===== src/include/dfp_defs.svh =====
`ifndef DFP_DEFS_SVH
`define DFP_DEFS_SVH

// ----------------------------------------------------------------------
// operand format
// ----------------------------------------------------------------------

// significand digits, BCD
`define DFP_DIGITS 7
// biased power-of-ten exponent
`define DFP_EXP_W 8
`define DFP_BIAS 127
// infinity and NaN live here
`define DFP_EXP_SPECIAL 8'hFF

// ----------------------------------------------------------------------
// rounding modes
// ----------------------------------------------------------------------

`define RM_EVEN 2'd0
`define RM_ZERO 2'd1
`define RM_HALFUP 2'd2

`endif


===== src/hw/dfpPkg.sv =====
`include "dfp_defs.svh"

package dfpPkg;

	// packed operand: sign, biased exponent, BCD significand
	typedef logic [1+`DFP_EXP_W+4*`DFP_DIGITS-1:0] dfpWord;

	// biased exponent as stored
	typedef logic [`DFP_EXP_W-1:0] dfpExp;

	// exponent sum, two's complement
	// two extra bits give a sign and room above FF
	typedef logic [`DFP_EXP_W+1:0] dfpExpWide;

	// seven BCD digits
	typedef logic [4*`DFP_DIGITS-1:0] bcdSig;

	// full product, fourteen BCD digits
	typedef logic [8*`DFP_DIGITS-1:0] bcdProd;

	// rounding mode code, see RM_* in the defines
	typedef logic [1:0] roundMode;

	// serial multiplier FSM
	typedef enum logic [1:0] {
		mulIdle,
		mulRun,
		mulFinish
	} mulState;

endpackage


===== src/hw/dfpUnpack.sv =====
`timescale 1ns/1ps
`include "dfp_defs.svh"

module dfpUnpack (
	input dfpPkg::dfpWord w,
	output logic sign,
	output dfpPkg::dfpExp exp,
	output dfpPkg::bcdSig sig,
	output logic isZero,
	output logic isInf,
	output logic isQnan,
	output logic isSnan
);

	localparam int sigW = 4 * `DFP_DIGITS;

	logic special;
	logic sigZero;
	logic topZero;

	// field split: sign on top, then exponent, then digits
	assign sign = w[sigW+`DFP_EXP_W];
	assign exp = w[sigW+`DFP_EXP_W-1:sigW];
	assign sig = w[sigW-1:0];

	// ------------------------------------------------------------------
	// classification
	// ------------------------------------------------------------------

	assign special = (exp == `DFP_EXP_SPECIAL);
	assign sigZero = (sig == '0);
	// leading digit picks quiet or signaling
	assign topZero = (sig[sigW-1:sigW-4] == 4'h0);

	// any exponent below FF with no digits counts as zero
	assign isZero = sigZero && !special;
	assign isInf = special && sigZero;

	// NaN with a nonzero top digit is quiet
	assign isQnan = special && !sigZero && !topZero;
	// top digit zero, payload below it
	assign isSnan = special && !sigZero && topZero;

endmodule


===== src/hw/bcdSerialMul.sv =====
`timescale 1ns/1ps
`include "dfp_defs.svh"

module bcdSerialMul (
	input logic clk,
	input logic rstN,
	input logic ce,
	input logic ld,
	input dfpPkg::bcdSig a,
	input dfpPkg::bcdSig b,
	output dfpPkg::bcdProd p,
	output logic prodValid
);
	import dfpPkg::*;

	localparam int nDig = `DFP_DIGITS;
	localparam int sigW = 4 * nDig;

	mulState state;
	logic [2:0] cnt;
	bcdSig mcand;
	bcdSig mplier;
	bcdProd acc;
	bcdProd accNext;
	// one digit wider than a significand
	logic [sigW+3:0] multiple;
	logic [sigW+3:0] sumHi;

	// ------------------------------------------------------------------
	// multiple = multiplicand * current multiplier digit
	// ------------------------------------------------------------------

	always_comb begin
		logic [sigW+3:0] mcandX;
		logic [3:0] dig;
		logic [6:0] pd;
		logic [3:0] prevHi;
		logic [4:0] s;
		logic cy;
		int i;
		mcandX = {4'h0, mcand};
		dig = mplier[3:0];
		prevHi = 4'h0;
		cy = 1'b0;
		for (i = 0; i <= nDig; i++) begin
			// digit product is at most 81
			pd = 7'(mcandX[4*i +: 4]) * 7'(dig);
			// units of this digit plus tens of the one below
			s = 5'(pd % 7'd10) + 5'(prevHi) + 5'(cy);
			prevHi = 4'(pd / 7'd10);
			// decimal carry correction
			if (s > 5'd9) begin
				multiple[4*i +: 4] = 4'(s - 5'd10);
				cy = 1'b1;
			end else begin
				multiple[4*i +: 4] = s[3:0];
				cy = 1'b0;
			end
		end
	end

	// ------------------------------------------------------------------
	// add multiple into upper half, then shift one digit right
	// ------------------------------------------------------------------

	always_comb begin
		logic [sigW+3:0] accHi;
		logic [4:0] s;
		logic cy;
		int i;
		accHi = {4'h0, acc[2*sigW-1:sigW]};
		cy = 1'b0;
		for (i = 0; i <= nDig; i++) begin
			s = 5'(multiple[4*i +: 4]) + 5'(accHi[4*i +: 4]) + 5'(cy);
			if (s > 5'd9) begin
				sumHi[4*i +: 4] = 4'(s - 5'd10);
				cy = 1'b1;
			end else begin
				sumHi[4*i +: 4] = s[3:0];
				cy = 1'b0;
			end
		end
		// the lowest digit falls out into the finished part
		accNext = {sumHi, acc[sigW-1:4]};
	end

	// control: ld always restarts, even mid-run
	always_ff @(posedge clk) begin
		if (!rstN) begin
			state <= mulIdle;
			cnt <= '0;
			prodValid <= 1'b0;
		end else if (ce) begin
			prodValid <= 1'b0;
			if (ld) begin
				state <= mulRun;
				cnt <= '0;
			end else begin
				case (state)
					mulRun: begin
						cnt <= cnt + 3'd1;
						// last digit goes in on this edge
						if (cnt == 3'(nDig - 1)) begin
							state <= mulFinish;
							prodValid <= 1'b1;
						end
					end
					mulFinish: state <= mulIdle;
					default: state <= mulIdle;
				endcase
			end
		end
	end

	// datapath
	always_ff @(posedge clk) begin
		if (ce) begin
			if (ld) begin
				mcand <= a;
				mplier <= b;
				acc <= '0;
			end else if (state == mulRun) begin
				acc <= accNext;
				mplier <= {4'h0, mplier[sigW-1:4]};
			end
		end
	end

	assign p = acc;

endmodule


===== src/hw/dfpMulCore.sv =====
`timescale 1ns/1ps
`include "dfp_defs.svh"

module dfpMulCore (
	input logic clk,
	input logic rstN,
	input logic ce,
	input logic ld,
	input logic sa,
	input logic sb,
	input dfpPkg::dfpExp ea,
	input dfpPkg::dfpExp eb,
	input dfpPkg::bcdSig siga,
	input dfpPkg::bcdSig sigb,
	input logic aZero,
	input logic aInf,
	input logic aQnan,
	input logic aSnan,
	input logic bZero,
	input logic bInf,
	input logic bQnan,
	input logic bSnan,
	input dfpPkg::roundMode rmIn,
	output dfpPkg::bcdProd p,
	output dfpPkg::dfpExpWide expSum,
	output logic sign,
	output dfpPkg::roundMode rm,
	output logic forceNan,
	output logic forceInf,
	output logic forceZero,
	output logic invalid,
	output logic coreValid
);
	import dfpPkg::*;

	bcdProd prod;
	logic prodValid;
	dfpExpWide expNext;
	logic nanIn;
	logic infTimesZero;
	logic nanNext;
	logic invalidNext;
	logic infNext;
	logic zeroNext;

	// significand product, seven cycles after ld
	bcdSerialMul uMul (
		.clk(clk),
		.rstN(rstN),
		.ce(ce),
		.ld(ld),
		.a(siga),
		.b(sigb),
		.p(prod),
		.prodValid(prodValid)
	);

	// ------------------------------------------------------------------
	// exponent and exception decisions, taken at ld
	// ------------------------------------------------------------------

	// unbiased sum rebiased once; may go negative or past FF
	assign expNext = {2'b00, ea} + {2'b00, eb} - 10'(`DFP_BIAS);

	assign nanIn = aQnan || aSnan || bQnan || bSnan;
	assign infTimesZero = (aInf && bZero) || (bInf && aZero);

	assign nanNext = nanIn || infTimesZero;
	// only signaling inputs and inf*0 raise invalid
	assign invalidNext = aSnan || bSnan || infTimesZero;
	assign infNext = (aInf || bInf) && !nanNext;
	assign zeroNext = (aZero || bZero) && !nanNext && !infNext;

	// decisions and handoff strobe
	always_ff @(posedge clk) begin
		if (!rstN) begin
			forceNan <= 1'b0;
			forceInf <= 1'b0;
			forceZero <= 1'b0;
			invalid <= 1'b0;
			coreValid <= 1'b0;
		end else if (ce) begin
			// a fresh ld drops the product still in flight
			coreValid <= prodValid && !ld;
			if (ld) begin
				forceNan <= nanNext;
				forceInf <= infNext;
				forceZero <= zeroNext;
				invalid <= invalidNext;
			end
		end
	end

	// operation fields
	always_ff @(posedge clk) begin
		if (ce) begin
			if (ld) begin
				sign <= sa ^ sb;
				rm <= rmIn;
				expSum <= expNext;
			end
			if (prodValid && !ld) begin
				p <= prod;
			end
		end
	end

endmodule


===== src/hw/dfpRound.sv =====
`timescale 1ns/1ps
`include "dfp_defs.svh"

module dfpRound (
	input logic clk,
	input logic rstN,
	input logic ce,
	input logic coreValid,
	input dfpPkg::bcdProd p,
	input dfpPkg::dfpExpWide expSum,
	input logic sign,
	input dfpPkg::roundMode rm,
	input logic forceNan,
	input logic forceInf,
	input logic forceZero,
	input logic invalid,
	output dfpPkg::dfpWord o,
	output logic inf,
	output logic overflow,
	output logic underflow,
	output logic invalidOut,
	output logic done
);
	import dfpPkg::*;

	localparam int nDig = `DFP_DIGITS;
	localparam int sigW = 4 * nDig;
	// 1000000, also the canonical quiet NaN significand
	localparam bcdSig leadOne = {4'h1, {(sigW-4){1'b0}}};

	logic [3:0] lz;
	logic [3:0] shift;
	bcdProd shifted;
	bcdSig sigKeep;
	logic [3:0] guard;
	logic sticky;
	logic roundUp;
	bcdSig sigInc;
	logic incCarry;
	bcdSig sigRnd;
	dfpExpWide expRnd;
	logic ovf;
	logic unf;
	dfpWord result;
	logic infNext;
	logic ovfNext;
	logic unfNext;

	// ------------------------------------------------------------------
	// normalize: keep the top seven significant digits
	// ------------------------------------------------------------------

	always_comb begin
		logic seen;
		int i;
		lz = '0;
		seen = 1'b0;
		for (i = 2*nDig-1; i >= 0; i--) begin
			if (!seen && p[4*i +: 4] == 4'h0) begin
				lz = lz + 4'd1;
			end else begin
				seen = 1'b1;
			end
		end
		// seven or fewer significant digits, no shift
		shift = (lz < 4'(nDig)) ? 4'(nDig) - lz : 4'd0;
	end

	// guard is the highest dropped digit, sticky the rest
	always_comb begin
		int i;
		shifted = p >> (4 * shift);
		sigKeep = shifted[sigW-1:0];
		guard = 4'h0;
		sticky = 1'b0;
		for (i = 0; i < nDig; i++) begin
			if (i + 1 == shift) begin
				guard = p[4*i +: 4];
			end else if (i + 1 < shift) begin
				sticky = sticky || (p[4*i +: 4] != 4'h0);
			end
		end
	end

	// ------------------------------------------------------------------
	// rounding
	// ------------------------------------------------------------------

	always_comb begin
		case (rm)
			`RM_ZERO: roundUp = 1'b0;
			`RM_HALFUP: roundUp = (guard >= 4'd5);
			// nearest-even; unused code 3 lands here too
			default: roundUp = (guard > 4'd5) || (guard == 4'd5 && (sticky || sigKeep[0]));
		endcase
	end

	// decimal increment, ripple over the digits
	always_comb begin
		logic cy;
		int i;
		cy = roundUp;
		for (i = 0; i < nDig; i++) begin
			if (cy && sigKeep[4*i +: 4] == 4'd9) begin
				sigInc[4*i +: 4] = 4'h0;
			end else begin
				sigInc[4*i +: 4] = sigKeep[4*i +: 4] + 4'(cy);
				cy = 1'b0;
			end
		end
		incCarry = cy;
	end

	// 9999999 rounded up becomes 1000000, one decade higher
	assign sigRnd = incCarry ? leadOne : sigInc;
	assign expRnd = expSum + 10'(shift) + 10'(incCarry);

	// range check on the two's complement exponent
	assign unf = expRnd[`DFP_EXP_W+1];
	assign ovf = !unf && (expRnd >= 10'(`DFP_EXP_SPECIAL));

	// ------------------------------------------------------------------
	// exceptions and packing
	// ------------------------------------------------------------------

	always_comb begin
		infNext = 1'b0;
		ovfNext = 1'b0;
		unfNext = 1'b0;
		if (forceNan) begin
			// always the positive canonical quiet NaN
			result = {1'b0, `DFP_EXP_SPECIAL, leadOne};
		end else if (forceInf) begin
			result = {sign, `DFP_EXP_SPECIAL, {sigW{1'b0}}};
			infNext = 1'b1;
		end else if (forceZero) begin
			result = {sign, {`DFP_EXP_W{1'b0}}, {sigW{1'b0}}};
		end else if (ovf) begin
			result = {sign, `DFP_EXP_SPECIAL, {sigW{1'b0}}};
			infNext = 1'b1;
			ovfNext = 1'b1;
		end else if (unf) begin
			// no denormals, flush to signed zero
			result = {sign, {`DFP_EXP_W{1'b0}}, {sigW{1'b0}}};
			unfNext = 1'b1;
		end else begin
			result = {sign, expRnd[`DFP_EXP_W-1:0], sigRnd};
		end
	end

	// outputs hold until the next result
	always_ff @(posedge clk) begin
		if (!rstN) begin
			o <= '0;
			inf <= 1'b0;
			overflow <= 1'b0;
			underflow <= 1'b0;
			invalidOut <= 1'b0;
			done <= 1'b0;
		end else if (ce) begin
			done <= coreValid;
			if (coreValid) begin
				o <= result;
				inf <= infNext;
				overflow <= ovfNext;
				underflow <= unfNext;
				invalidOut <= invalid;
			end
		end else begin
			// done stays a single clock even across a stall
			done <= 1'b0;
		end
	end

endmodule


===== src/hw/dfpMul.sv =====
`timescale 1ns/1ps

module dfpMul (
	input logic clk,
	input logic rstN,
	input logic ce,
	input logic ld,
	input dfpPkg::dfpWord a,
	input dfpPkg::dfpWord b,
	input dfpPkg::roundMode rm,
	output dfpPkg::dfpWord o,
	output logic inf,
	output logic overflow,
	output logic underflow,
	output logic invalid,
	output logic done
);
	import dfpPkg::*;

	// unpacked operand a
	logic signA, zeroA, infA, qnanA, snanA;
	dfpExp expA;
	bcdSig sigA;
	// unpacked operand b
	logic signB, zeroB, infB, qnanB, snanB;
	dfpExp expB;
	bcdSig sigB;

	// core to rounder
	bcdProd prod;
	dfpExpWide expSum;
	roundMode rmCore;
	logic signCore, forceNan, forceInf, forceZero, invalidCore, coreValid;

	dfpUnpack uUnpackA (
		.w(a), .sign(signA), .exp(expA), .sig(sigA),
		.isZero(zeroA), .isInf(infA), .isQnan(qnanA), .isSnan(snanA)
	);

	dfpUnpack uUnpackB (
		.w(b), .sign(signB), .exp(expB), .sig(sigB),
		.isZero(zeroB), .isInf(infB), .isQnan(qnanB), .isSnan(snanB)
	);

	// exponent, sign, exceptions and the serial significand multiply
	dfpMulCore uCore (
		.clk(clk), .rstN(rstN), .ce(ce), .ld(ld),
		.sa(signA), .sb(signB), .ea(expA), .eb(expB), .siga(sigA), .sigb(sigB),
		.aZero(zeroA), .aInf(infA), .aQnan(qnanA), .aSnan(snanA),
		.bZero(zeroB), .bInf(infB), .bQnan(qnanB), .bSnan(snanB),
		.rmIn(rm), .p(prod), .expSum(expSum), .sign(signCore), .rm(rmCore),
		.forceNan(forceNan), .forceInf(forceInf), .forceZero(forceZero),
		.invalid(invalidCore), .coreValid(coreValid)
	);

	// normalize, round, pack
	dfpRound uRound (
		.clk(clk), .rstN(rstN), .ce(ce), .coreValid(coreValid),
		.p(prod), .expSum(expSum), .sign(signCore), .rm(rmCore),
		.forceNan(forceNan), .forceInf(forceInf), .forceZero(forceZero),
		.invalid(invalidCore), .o(o), .inf(inf), .overflow(overflow),
		.underflow(underflow), .invalidOut(invalid), .done(done)
	);

endmodule


===== config.mk =====
export PLATFORM = sky130hd
export DESIGN_NAME = dfpMul
export DESIGN_NICKNAME = d
export VERILOG_FILES = /design/src/hw/dfpPkg.sv /design/src/hw/dfpUnpack.sv /design/src/hw/bcdSerialMul.sv /design/src/hw/dfpMulCore.sv /design/src/hw/dfpRound.sv /design/src/hw/dfpMul.sv
export VERILOG_INCLUDE_DIRS = /design/src /design/src/include
export SDC_FILE = /design/constraint.sdc
export NUM_CORES = 1
export LEC_CHECK = 0
export ABC_AREA = 0
export BUFFER_PORTS_ARGS = -buffer_cell sky130_fd_sc_hd__buf_2
export CAP_MARGIN = 10
export CELL_PAD_IN_SITES_DETAIL_PLACEMENT = 0
export CELL_PAD_IN_SITES_GLOBAL_PLACEMENT = 2
export CORE_AREA = 2 2 233 235
export CTS_CLUSTER_SIZE = 8
export DETAILED_ROUTE_END_ITERATION = 12
export DIE_AREA = 0 0 235 237
export GPL_ROUTABILITY_DRIVEN = 0
export GPL_TIMING_DRIVEN = 0
export PLACE_DENSITY_LB_ADDON = 0.1
export RECOVER_POWER = 50
export SLEW_MARGIN = 20
export SYNTH_ARGS = -nofsm -noshare
export SYNTH_HDL_FRONTEND = slang
export SYNTH_HIERARCHICAL = 1
export SYNTH_SLANG_ARGS = --single-unit

===== constraint.sdc =====
create_clock -name clk -period 44.3 [get_ports clk]
set_clock_uncertainty 0.05 [all_clocks]
set_input_delay 8.86 -clock clk [delete_from_list [all_inputs] [get_ports clk]]
set_output_delay 8.86 -clock clk [all_outputs]
set_load 0.1 [all_outputs]

# Yosys cells after proc, flatten, opt, wreduce, memory -nomap -nowiden
# Index checks and enable logic that the tools add are counted.
totals:
  reg_bits: 234
  out_inout_bits: 42
op_classes:
  add_sub_neg: 69
  n_mul: 7
  div_mod_pow: 14
  n_lt_le_gt_ge: 27
  eq_ne: 22
  n_shift: 1
  n_mux: 122
  bitwise_logic: 1
  reduce_logical: 109
op_table:
  columns: ["cell", "n"]
  rows:
  - ["$mux W4", 44]
  - ["$mux W36", 4]
  - ["$mux W28", 3]
  - ["$gt A5 B4 Y1 const B", 16]
  - ["$logic_not A4 Y1", 16]
  - ["$sub A4 B4 Y4 const B", 16]
  - ["$mux W1", 63]
  - ["$add A5 B1 Y5", 12]
  - ["$logic_not A28 Y1", 2]
  - ["$mux W56", 1]
  - ["$shr A56 B6 Y28", 1]
  - ["$add A4 B1 Y4 const B", 13]
  - ["$div A7 B4 Y7 const B", 7]
  - ["$mod A7 B4 Y7 const B", 7]
  - ["$mul A4 B4 Y7", 7]
  - ["$logic_and A1 B1 Y1", 38]
  - ["$mux W37", 1]
  - ["$add A4 B4 Y5", 7]
  - ["$add A5 B4 Y5", 6]
  - ["$add A4 B1 Y4", 7]
  - ["$eq A4 B4 Y1 const B", 7]
  - ["$reduce_bool A4 Y1", 7]
  - ["$logic_not A1 Y1", 22]
  - ["$logic_or A1 B1 Y1", 17]
  - ["29 further kinds", 48]

# Logic depth before layout (Yosys ltp)
# Gate-level depths: netlist (run 1).
logic_depth:
  word_depth: 87
  ltp_mapped: 92
  depth_no_buf: 89

# Cells and area by module
# The synthesis (run 1) kept the hierarchy.
by_module_without_submodules:
  columns: ["module", "n_inst", "cells_each", "area_each_um2", "seq_area_each_um2"]
  rows:
  - ["bcdSerialMul", 1, 1419, 13215.2, 3483.3]
  - ["dfpRound", 1, 836, 5894.4, 840.8]
  - ["dfpMulCore", 1, 153, 2728.9, 2172.1]
  - ["dfpUnpack", 2, 54, 411.6, 0.0]

# Worst setup path after synthesis (run 1)
# Ideal clock, no wire load.
synth_path:
  path_type: "register -> register"
  from: "register uCore.uMul.mplier[1]"
  to: "register uCore.uMul.acc[54], in the netlist uCore/uMul/p[54], data pin"
  t_arrival_ns: 18.541
  slack_ns: 25.439
  path_stages_with_launch: 78
  n_path_buf: 2
  synth_period_minus_slack_ns: 18.861
  path_cell_list: "edfxtp_1 -> clkbuf_1 -> clkbuf_1 -> nand2_1 -> fa_1 -> fa_1 -> fa_1 -> nor2b_1 -> o21ai_0 -> nand2b_1 -> xor2_1 -> maj3_1 -> a22o_1 -> xnor2_1 -> nor2_1 -> o21ai_0 -> xnor2_1 -> ha_1 -> (+42 left out) -> a221oi_1 -> inv_1 -> fa_1 -> inv_1 -> fa_1 -> ha_1 -> nand2_1 -> a32oi_1 -> a221oi_1 -> inv_1 -> ha_1 -> ha_1 -> inv_1 -> nand2_1 -> a2111oi_0 -> a211oi_1 -> o21bai_1 -> a21oi_1"
synth_via:
  elab_chain_len: 30
synth_rtl:
  columns: ["item", "line_no", "source"]
  rows:
  - ["start: declaration", "bcdSerialMul.sv:22", "bcdSig mplier;"]
  - ["start signal: assignment", "bcdSerialMul.sv:124", "mplier <= {4'h0, mplier[sigW-1:4]};"]
  - ["$mul A4 B4 Y7", "bcdSerialMul.sv:47", "pd = 7'(mcandX[4*i +: 4]) * 7'(dig);"]
  - ["$mod A7 B4 Y7", "bcdSerialMul.sv:49", "s = 5'(pd % 7'd10) + 5'(prevHi) + 5'(cy);"]
  - ["$gt A5 B4 Y1", "bcdSerialMul.sv:52", "if (s > 5'd9) begin"]
  - ["$mux W1", "bcdSerialMul.sv:52", null]
  - ["$add A5 B1 Y5", "bcdSerialMul.sv:49", null]
  - ["$gt A5 B4 Y1 or $sub A4 B4 Y4 (tied branches)", "bcdSerialMul.sv:52, bcdSerialMul.sv:53", null]
  - ["$mux W1 or $mux W4 (tied branches)", "bcdSerialMul.sv:52", null]
  - ["$add A5 B1 Y5 or $add A4 B4 Y5 (tied branches)", "bcdSerialMul.sv:49, bcdSerialMul.sv:74", null]
  - ["(+14 left out)", null, null]
  - ["$mux W1 or $add A4 B4 Y5 (tied branches)", "bcdSerialMul.sv:75, bcdSerialMul.sv:74", null]
  - ["$add A5 B1 Y5", "bcdSerialMul.sv:74", "s = 5'(multiple[4*i +: 4]) + 5'(accHi[4*i +: 4]) + 5'(cy);"]
  - ["$gt A5 B4 Y1", "bcdSerialMul.sv:75", "if (s > 5'd9) begin"]
  - ["$mux W1", "bcdSerialMul.sv:75", null]
  - ["$add A4 B1 Y5 *", "bcdSerialMul.sv:74", null]
  - ["$sub A4 B4 Y4 or $gt A5 B4 Y1 (tied branches)", "bcdSerialMul.sv:76, bcdSerialMul.sv:75", null]
  - ["$mux W4 *", "bcdSerialMul.sv:75", null]
  - ["$mux W56 *", "bcdSerialMul.sv:122", "end else if (state == mulRun) begin"]
  - ["end signal: assignment", "bcdSerialMul.sv:123", "acc <= accNext;"]
  - ["end: declaration", "bcdSerialMul.sv:23", "bcdProd acc;"]
# Every way passes the cells marked *; elsewhere a longest branch is shown, timed or not. The select of a mux whose other input is x is not followed.
# A chain may end at the register's enable or synchronous reset.

# Worst setup path in the final report (run 1)
# Ends and elaborated chain as after synthesis.

==> results_dict.tcl, run 1 <==
set metrics [dict create \
    ys_seq_area_frac 0.287 \
    rows 85 \
    hp-class "reg2reg" \
    critical_path_buf_inv_count 10 \
    synth_top_family_by_area "simple AND/OR/NAND/NOR gates" \
    synth_top_cell_area_share 0.240 \
    arrival_ns 22.41 \
    clock_latency_ns 0.56 \
    synth_compound_area_frac 0.182 \
    slew_violations 0 \
    clock_sinks 234 \
    outcome "finished clean" \
    synthCells 2516 \
    place_ws_ns 22.26 \
    yosys_register_bits 234 \
    async_flop_share 0 \
    crit_path_max_fanout 10 \
    hold_depth 0 \
    reg2reg_to "uCore/uMul/p[54]" \
    cts_max_level 2 \
    post-route-period-util 0.501 \
    core_area_um2 53300 \
    cap_violations 0 \
    cts_tree "done" \
    portBuffers 119 \
    crit_type "reg2reg" \
    start_util 0.425 \
    end_kind "register" \
    path_clk_slew_ns 0.05 \
    via_per_inst 5.67 \
    hp-start "uCore/uMul/p[1]" \
    fin_crit_ns 22.20 \
    synth_area_leaders "edfxtp_1, ha_1, fa_1, dfxtp_1, xnor2_1" \
    synth.avg_cell_area_um2 9.01 \
    final_nets 3006 \
    synthTopCellsByCount "nand2_1, ha_1, edfxtp_1" \
    fillerInstances 5128 \
    antenna_cells 0 \
    setup_ws_ns 22.10 \
    drtPass1Iterations 7 \
    vias 19200 \
    cts_hold_buf 0 \
    required_ns 44.51 \
    post_cts_resized 0 \
    max_freq_mhz 45.1 \
    syn_area_um2 22700 \
    synth-adder-area-share 0.157 \
    drive_above_1_share 0.130 \
    synth_edf_count 181 \
    grt-ovfl-total 0 \
    drt-total-wl_um 65700 \
    cts_buffers 36 \
    syn-num-nets 2846 \
    cp-start-kind "register" \
    grt_pass1_wl_um 104000 \
    hpwl_um 51900 \
    clock-root-buffer "clkbuf_16" \
    cp_top_family "adder cells" \
    dieArea_um2 55700 \
    ys_warn_count 6 \
    rsz0062_at_grt "no" \
    synth_simple_gate_area_share 0.195 \
    synth_top_cell_by_area "edfxtp_1" \
    die_width_um 235 \
    cts_setup_buffers 0 \
    regToRegSetupSlack_ns 22.10 \
    totalNegativeSetupSlack_ns 0 \
    synthDistinctLibCells 106 \
    track_usage 0.233 \
    min_to "uCore/p[1]" \
    clockBufferDepth 3 \
    drc 0 \
    reg2reg_from "uCore/uMul/mplier[1]" \
    setup_viol 0 \
    syn_to_final_growth_pct 11.2 \
    wl_per_cell_um 19.4 \
    worstRegToRegCells 77 \
    io_pins 122 \
    cp_common_cell "fa_1" \
    synth.most_common_cell "nand2_1" \
    final_hold_viol_count 0 \
    tightest_slew_ns 1.49 \
    slew_headroom 0.00777 \
    first_global_vias 18900 \
    slowest_delay_ns 0.77 \
    ant_nets 0 \
    synthMuxAreaShare 0.0351 \
    die_h_um 237 \
    stdcell_area_um2 25200 \
    synth_flop_cell "edfxtp_1" \
    drt_first_iter_violations 1501 \
    synth-xor-area-share 0.0654 \
    slowest_stage "a221oi_1" \
    grt_antenna_before_repair 0 \
    grt_max_degree 49 \
    placed_cell_area_um2 24200 \
]
==> layout by cell type, fill, tap and decap left out, types with 15 or more instances in the layout <==
master       n
nand2_1    255
ha_1       194
edfxtp_1   181
inv_1      170
nor2_1     151
clkbuf_1   134
a21oi_1    133
xnor2_1    110
o21ai_0    106
buf_2       89
and2_1      85
buf_4       65
nor2b_1     58
fa_1        56
nand3_1     53
dfxtp_1     53
nor3_1      51
a21o_1      45
mux2i_1     40
clkbuf_16   37
xor2_1      36
mux2_2      34
clkbuf_4    34
nor4_1      32
o211ai_1    27
nand4_1     25
a211oi_1    22
o31ai_1     19
nand2b_1    18
and3_1      16
a221oi_1    16
or4_1       15
==> stage by stage <==
step	hold WS, ns	utilization	cells
after detailed placement	0.355	0.455	3334
after global routing	0.371	0.473	3392
final	0.365	0.473	3392
after global placement	0.352	0.453	3331
after floorplan	0.350	-	2516
after CTS	0.367	0.475	3392
==> worst max-delay path by stage <==
stage,start,endpoint,slack [ns],cells past startpoint
final,uCore/uMul/mplier[1],uCore/uMul/p[54],22.10,77
after global routing,uCore/uMul/mplier[1],uCore/uMul/p[54],20.38,76
after CTS,uCore/uMul/mplier[1],uCore/uMul/p[54],22.18,77
after detailed placement,uCore/uMul/mplier[1],uCore/uMul/p[54],22.26,77
after global placement,uCore/uMul/mplier[1],uCore/uMul/p[54],22.66,77
after floorplan,uCore/uMul/mplier[1],uCore/uMul/p[54],25.44,77
==> final cells by class <==
type / count / area, um2 / share of cell area
Inverter: 172 / 646 / 0.0256
Sequential cell: 234 / 6500 / 0.258
Clock buffer: 52 / 982 / 0.0390
Tap cell: 696 / 871 / 0.0346
Timing Repair Buffer: 122 / 581 / 0.0230
Multi-Input combinational cell: 1915 / 14400 / 0.572
Buffer: 195 / 1130 / 0.0450
Clock inverter: 6 / 82.6 / 0.00328
==> state kept, by name, summed over array words and instances (netlist names), 2 cells and up <==
signal,cells
uCore/uMul/mplier,28
uRound/o,37
uCore/uMul/state,2
uCore/uMul/mcand,28
uCore/uMul/cnt,3
uCore/uMul/p,56
uCore/rm,2
uCore/expSum,10
uCore/p,56
==> cell families after synthesis <==
kind of cell / Yosys count
AO/OA/AOI/OAI: 589
other: 1
flip-flops: 234
buffers and inverters: 367
multiplexers: 75
adder cells (fa/ha/maj): 252
AND/OR/NAND/NOR: 842
XOR/XNOR: 156
==> per-layer routing <==
| metal | part of all wire | global-route usage |
|---|---|---|
| met1 | 0.44 | 0.299 |
| met2 | 0.48 | 0.401 |
| met3 | 0.046 | 0.0298 |
| met4 | 0.036 | 0.0873 |
| met5 | 0 | 0 |
Power of run 1 is left out: the tool's default activity adds up to more than one toggle a clock period on the data nets, which glitch-free logic cannot reach.
==> run 2: changes to the inputs <==
Settings changed: ABC_AREA 0 to 1, CORE_AREA 2 2 233 235 to 2 2 259 261, DIE_AREA 0 0 235 237 to 0 0 261 263.
Clock period 44.3 ns to 18.9 ns, I/O delays scaled along.
==> run 2 against run 1 <==
  * Maximum frequency grew 24%
  * Die area grew 23%
  * Highest routed layer unchanged
  * Critical path depth grew 30
  * Clock-buffer cell count shrank 1
  * Sequential share of layout area shrank 0.49 points
  * The flow now finishes with violations (max-capacitance violations, max-slew violations)
  * Largest cell class unchanged
  * Global-route usage shrank 6.3 points
  * Non-clock buffer count shrank 13
  * Synthesized cell count grew 18%
  * Final cell count grew 19%
==> results_dict.tcl, run 2 <==
set metrics [dict create \
    outcome "finished, violations left" \
    violations "max-capacitance violations, max-slew violations" \
    routed.top_layer "met4" \
    crit_type "reg2reg" \
    clock-root-buffer "clkbuf_16" \
    die_width_um 261 \
    reg_top3 "uCore/p: 56 flops, uCore/uMul/p: 56 flops, uRound/o: 37 flops" \
    vias 18600 \
    drtPass1Iterations 5 \
    io_pins 122 \
    drt_first_iter_violations 702 \
    end_kind "register" \
    met1Wirelength_um 27400 \
    ys_seq_area_frac 0.292 \
    final_hold_viol_count 0 \
    synthTopCellsByCount "nand2_1, inv_1, ha_1" \
    worstRegToRegCells 107 \
    seqCellArea_um2 6500 \
    syn-num-nets 3297 \
    mostFrequentLayoutCells "nand2_1, inv_1, nor2_1, ha_1, edfxtp_1" \
    setup_viol 0 \
    cts_hold_buf 0 \
    cp_common_cell "nand2_1" \
    slowest_stage "fa_2" \
    rows 94 \
    async_flop_share 0 \
    portBuffers 119 \
    tightest_slew_ns 1.60 \
    placed_cell_area_um2 24000 \
    crit_path_max_fanout 10 \
    wl_per_cell_um 14.3 \
    path_clk_slew_ns 0.05 \
    wl_met2_um 27700 \
    wl_met3_um 1800 \
    utilization 0.391 \
    clock_latency_ns 0.57 \
    clock_sinks 234 \
    hold_depth 0 \
    cts_max_level 2 \
    arrival_ns 18.08 \
    synth.avg_cell_area_um2 7.49 \
    die_h_um 263 \
    synth_flop_cell "edfxtp_1" \
    grt_antenna_before_repair 0 \
    post-route-period-util 0.944 \
    max_freq_mhz 56.1 \
    synthDistinctLibCells 73 \
    synth.most_common_cell "nand2_1" \
    synth_top_cell_by_area "edfxtp_1" \
    dp_cells 3953 \
    cts_tree "done" \
    fin_cells 4043 \
    synth_top_cell_area_share 0.244 \
    hpwl_um 47400 \
    grt_pass1_wl_um 94700 \
    grt-ovfl-total 0 \
    ant_nets 0 \
    cap_violations 2 \
    final_nets 3488 \
    synthCells 2967 \
    core_area_um2 65600 \
    grt_max_degree 53 \
    syn_to_final_growth_pct 15.5 \
    regToRegSetupSlack_ns 1.07 \
    clockBufferDepth 3 \
    ys_warn_count 6 \
    syn_area_um2 22200 \
    drc 0 \
    dieArea_um2 68600 \
    synth_edf_count 181 \
    first_global_vias 18200 \
    yosys_register_bits 234 \
    multiInputGateArea_um2 13000 \
    slew_violations 36 \
    slew_headroom -0.0726 \
    cts_buffers 38 \
    drt-total-wl_um 57900 \
    synth_area_leaders "edfxtp_1, nand2_1, ha_1, inv_1, fa_1" \
    required_ns 19.15 \
    slowest_delay_ns 0.61 \
    layout.cells.most_common "nand2_1" \
    stdcell_area_um2 25700 \
    fillerInstances 6975 \
    track_usage 0.170 \
    fin_crit_ns 17.83 \
    drive_above_1_share 0.175 \
    via_per_inst 4.59 \
    hp-class "reg2reg" \
    start_util 0.339 \
    cp-start-kind "register" \
    antenna_cells 0 \
]
run 2: final timing paths:
| kind | start | to |
|---|---|---|
| setup / recovery | uCore/uMul/mplier[3] | uCore/uMul/p[53] |
| hold / removal | uCore/uMul/p[0] | uCore/p[0] |
| setup reg to reg | uCore/uMul/mplier[3] | uCore/uMul/p[53] |
| hold reg to reg | uCore/uMul/p[0] | uCore/p[0] |
run 2: area by class of cell:
type / instances / share of cell area
Inverter: 534 / 0.0782
Sequential cell: 234 / 0.253
Buffer: 151 / 0.0422
Multi-Input combinational cell: 2046 / 0.505
Clock buffer: 51 / 0.0389
Timing Repair Buffer: 153 / 0.0339
Tap cell: 864 / 0.0421
Clock inverter: 10 / 0.00653
run 2: layer usage:
layer,GRT usage,up-vias
li1,-,9792
met5,0,-
met3,0.0202,64
met1,0.226,8484
met2,0.293,222
met4,0.0415,0
run 2: repair_timing:
action,4_1_cts,5_1_grt
setup endpoints to repair,7,7
buffers inserted,12,19
resized for setup,12,82
pin swaps,8,36
run 2: cell families after synthesis:
family,after synthesis,share of synthesized area
DFF,234,0.292
muxes,3,0.00135
buffers and inverters,687,0.138
adders and majority gates,250,0.160
and+or+nand+nor,1336,0.276
AOI/OAI and AO/OA,357,0.0919
other,1,0.000169
xor gates and xnor gates,99,0.0417
run 2: metrics by stage:
step | setup slack, ns | hold WS, ns | TNS [ns]
final | 1.07 | 0.371 | 0
after global routing | -0.178 | 0.374 | -0.400
after CTS | 0.0436 | 0.371 | 0
after detailed placement | -1.34 | 0.355 | -4.57
after global placement | -1.22 | 0.354 | -3.75
after floorplan | 1.25 | 0.350 | 0
run 2: critical path, delay by kind of cell, from the launching register on:
kind | cells | cell delay (ns)
simple gates | 38 | 3.74
fa+ha+maj | 27 | 8.47
compound gates | 14 | 2.14
flops | 1 | 0.43
buf+inv | 23 | 1.82
xor+xnor | 5 | 0.89
Power of run 2 is left out for the same reason.
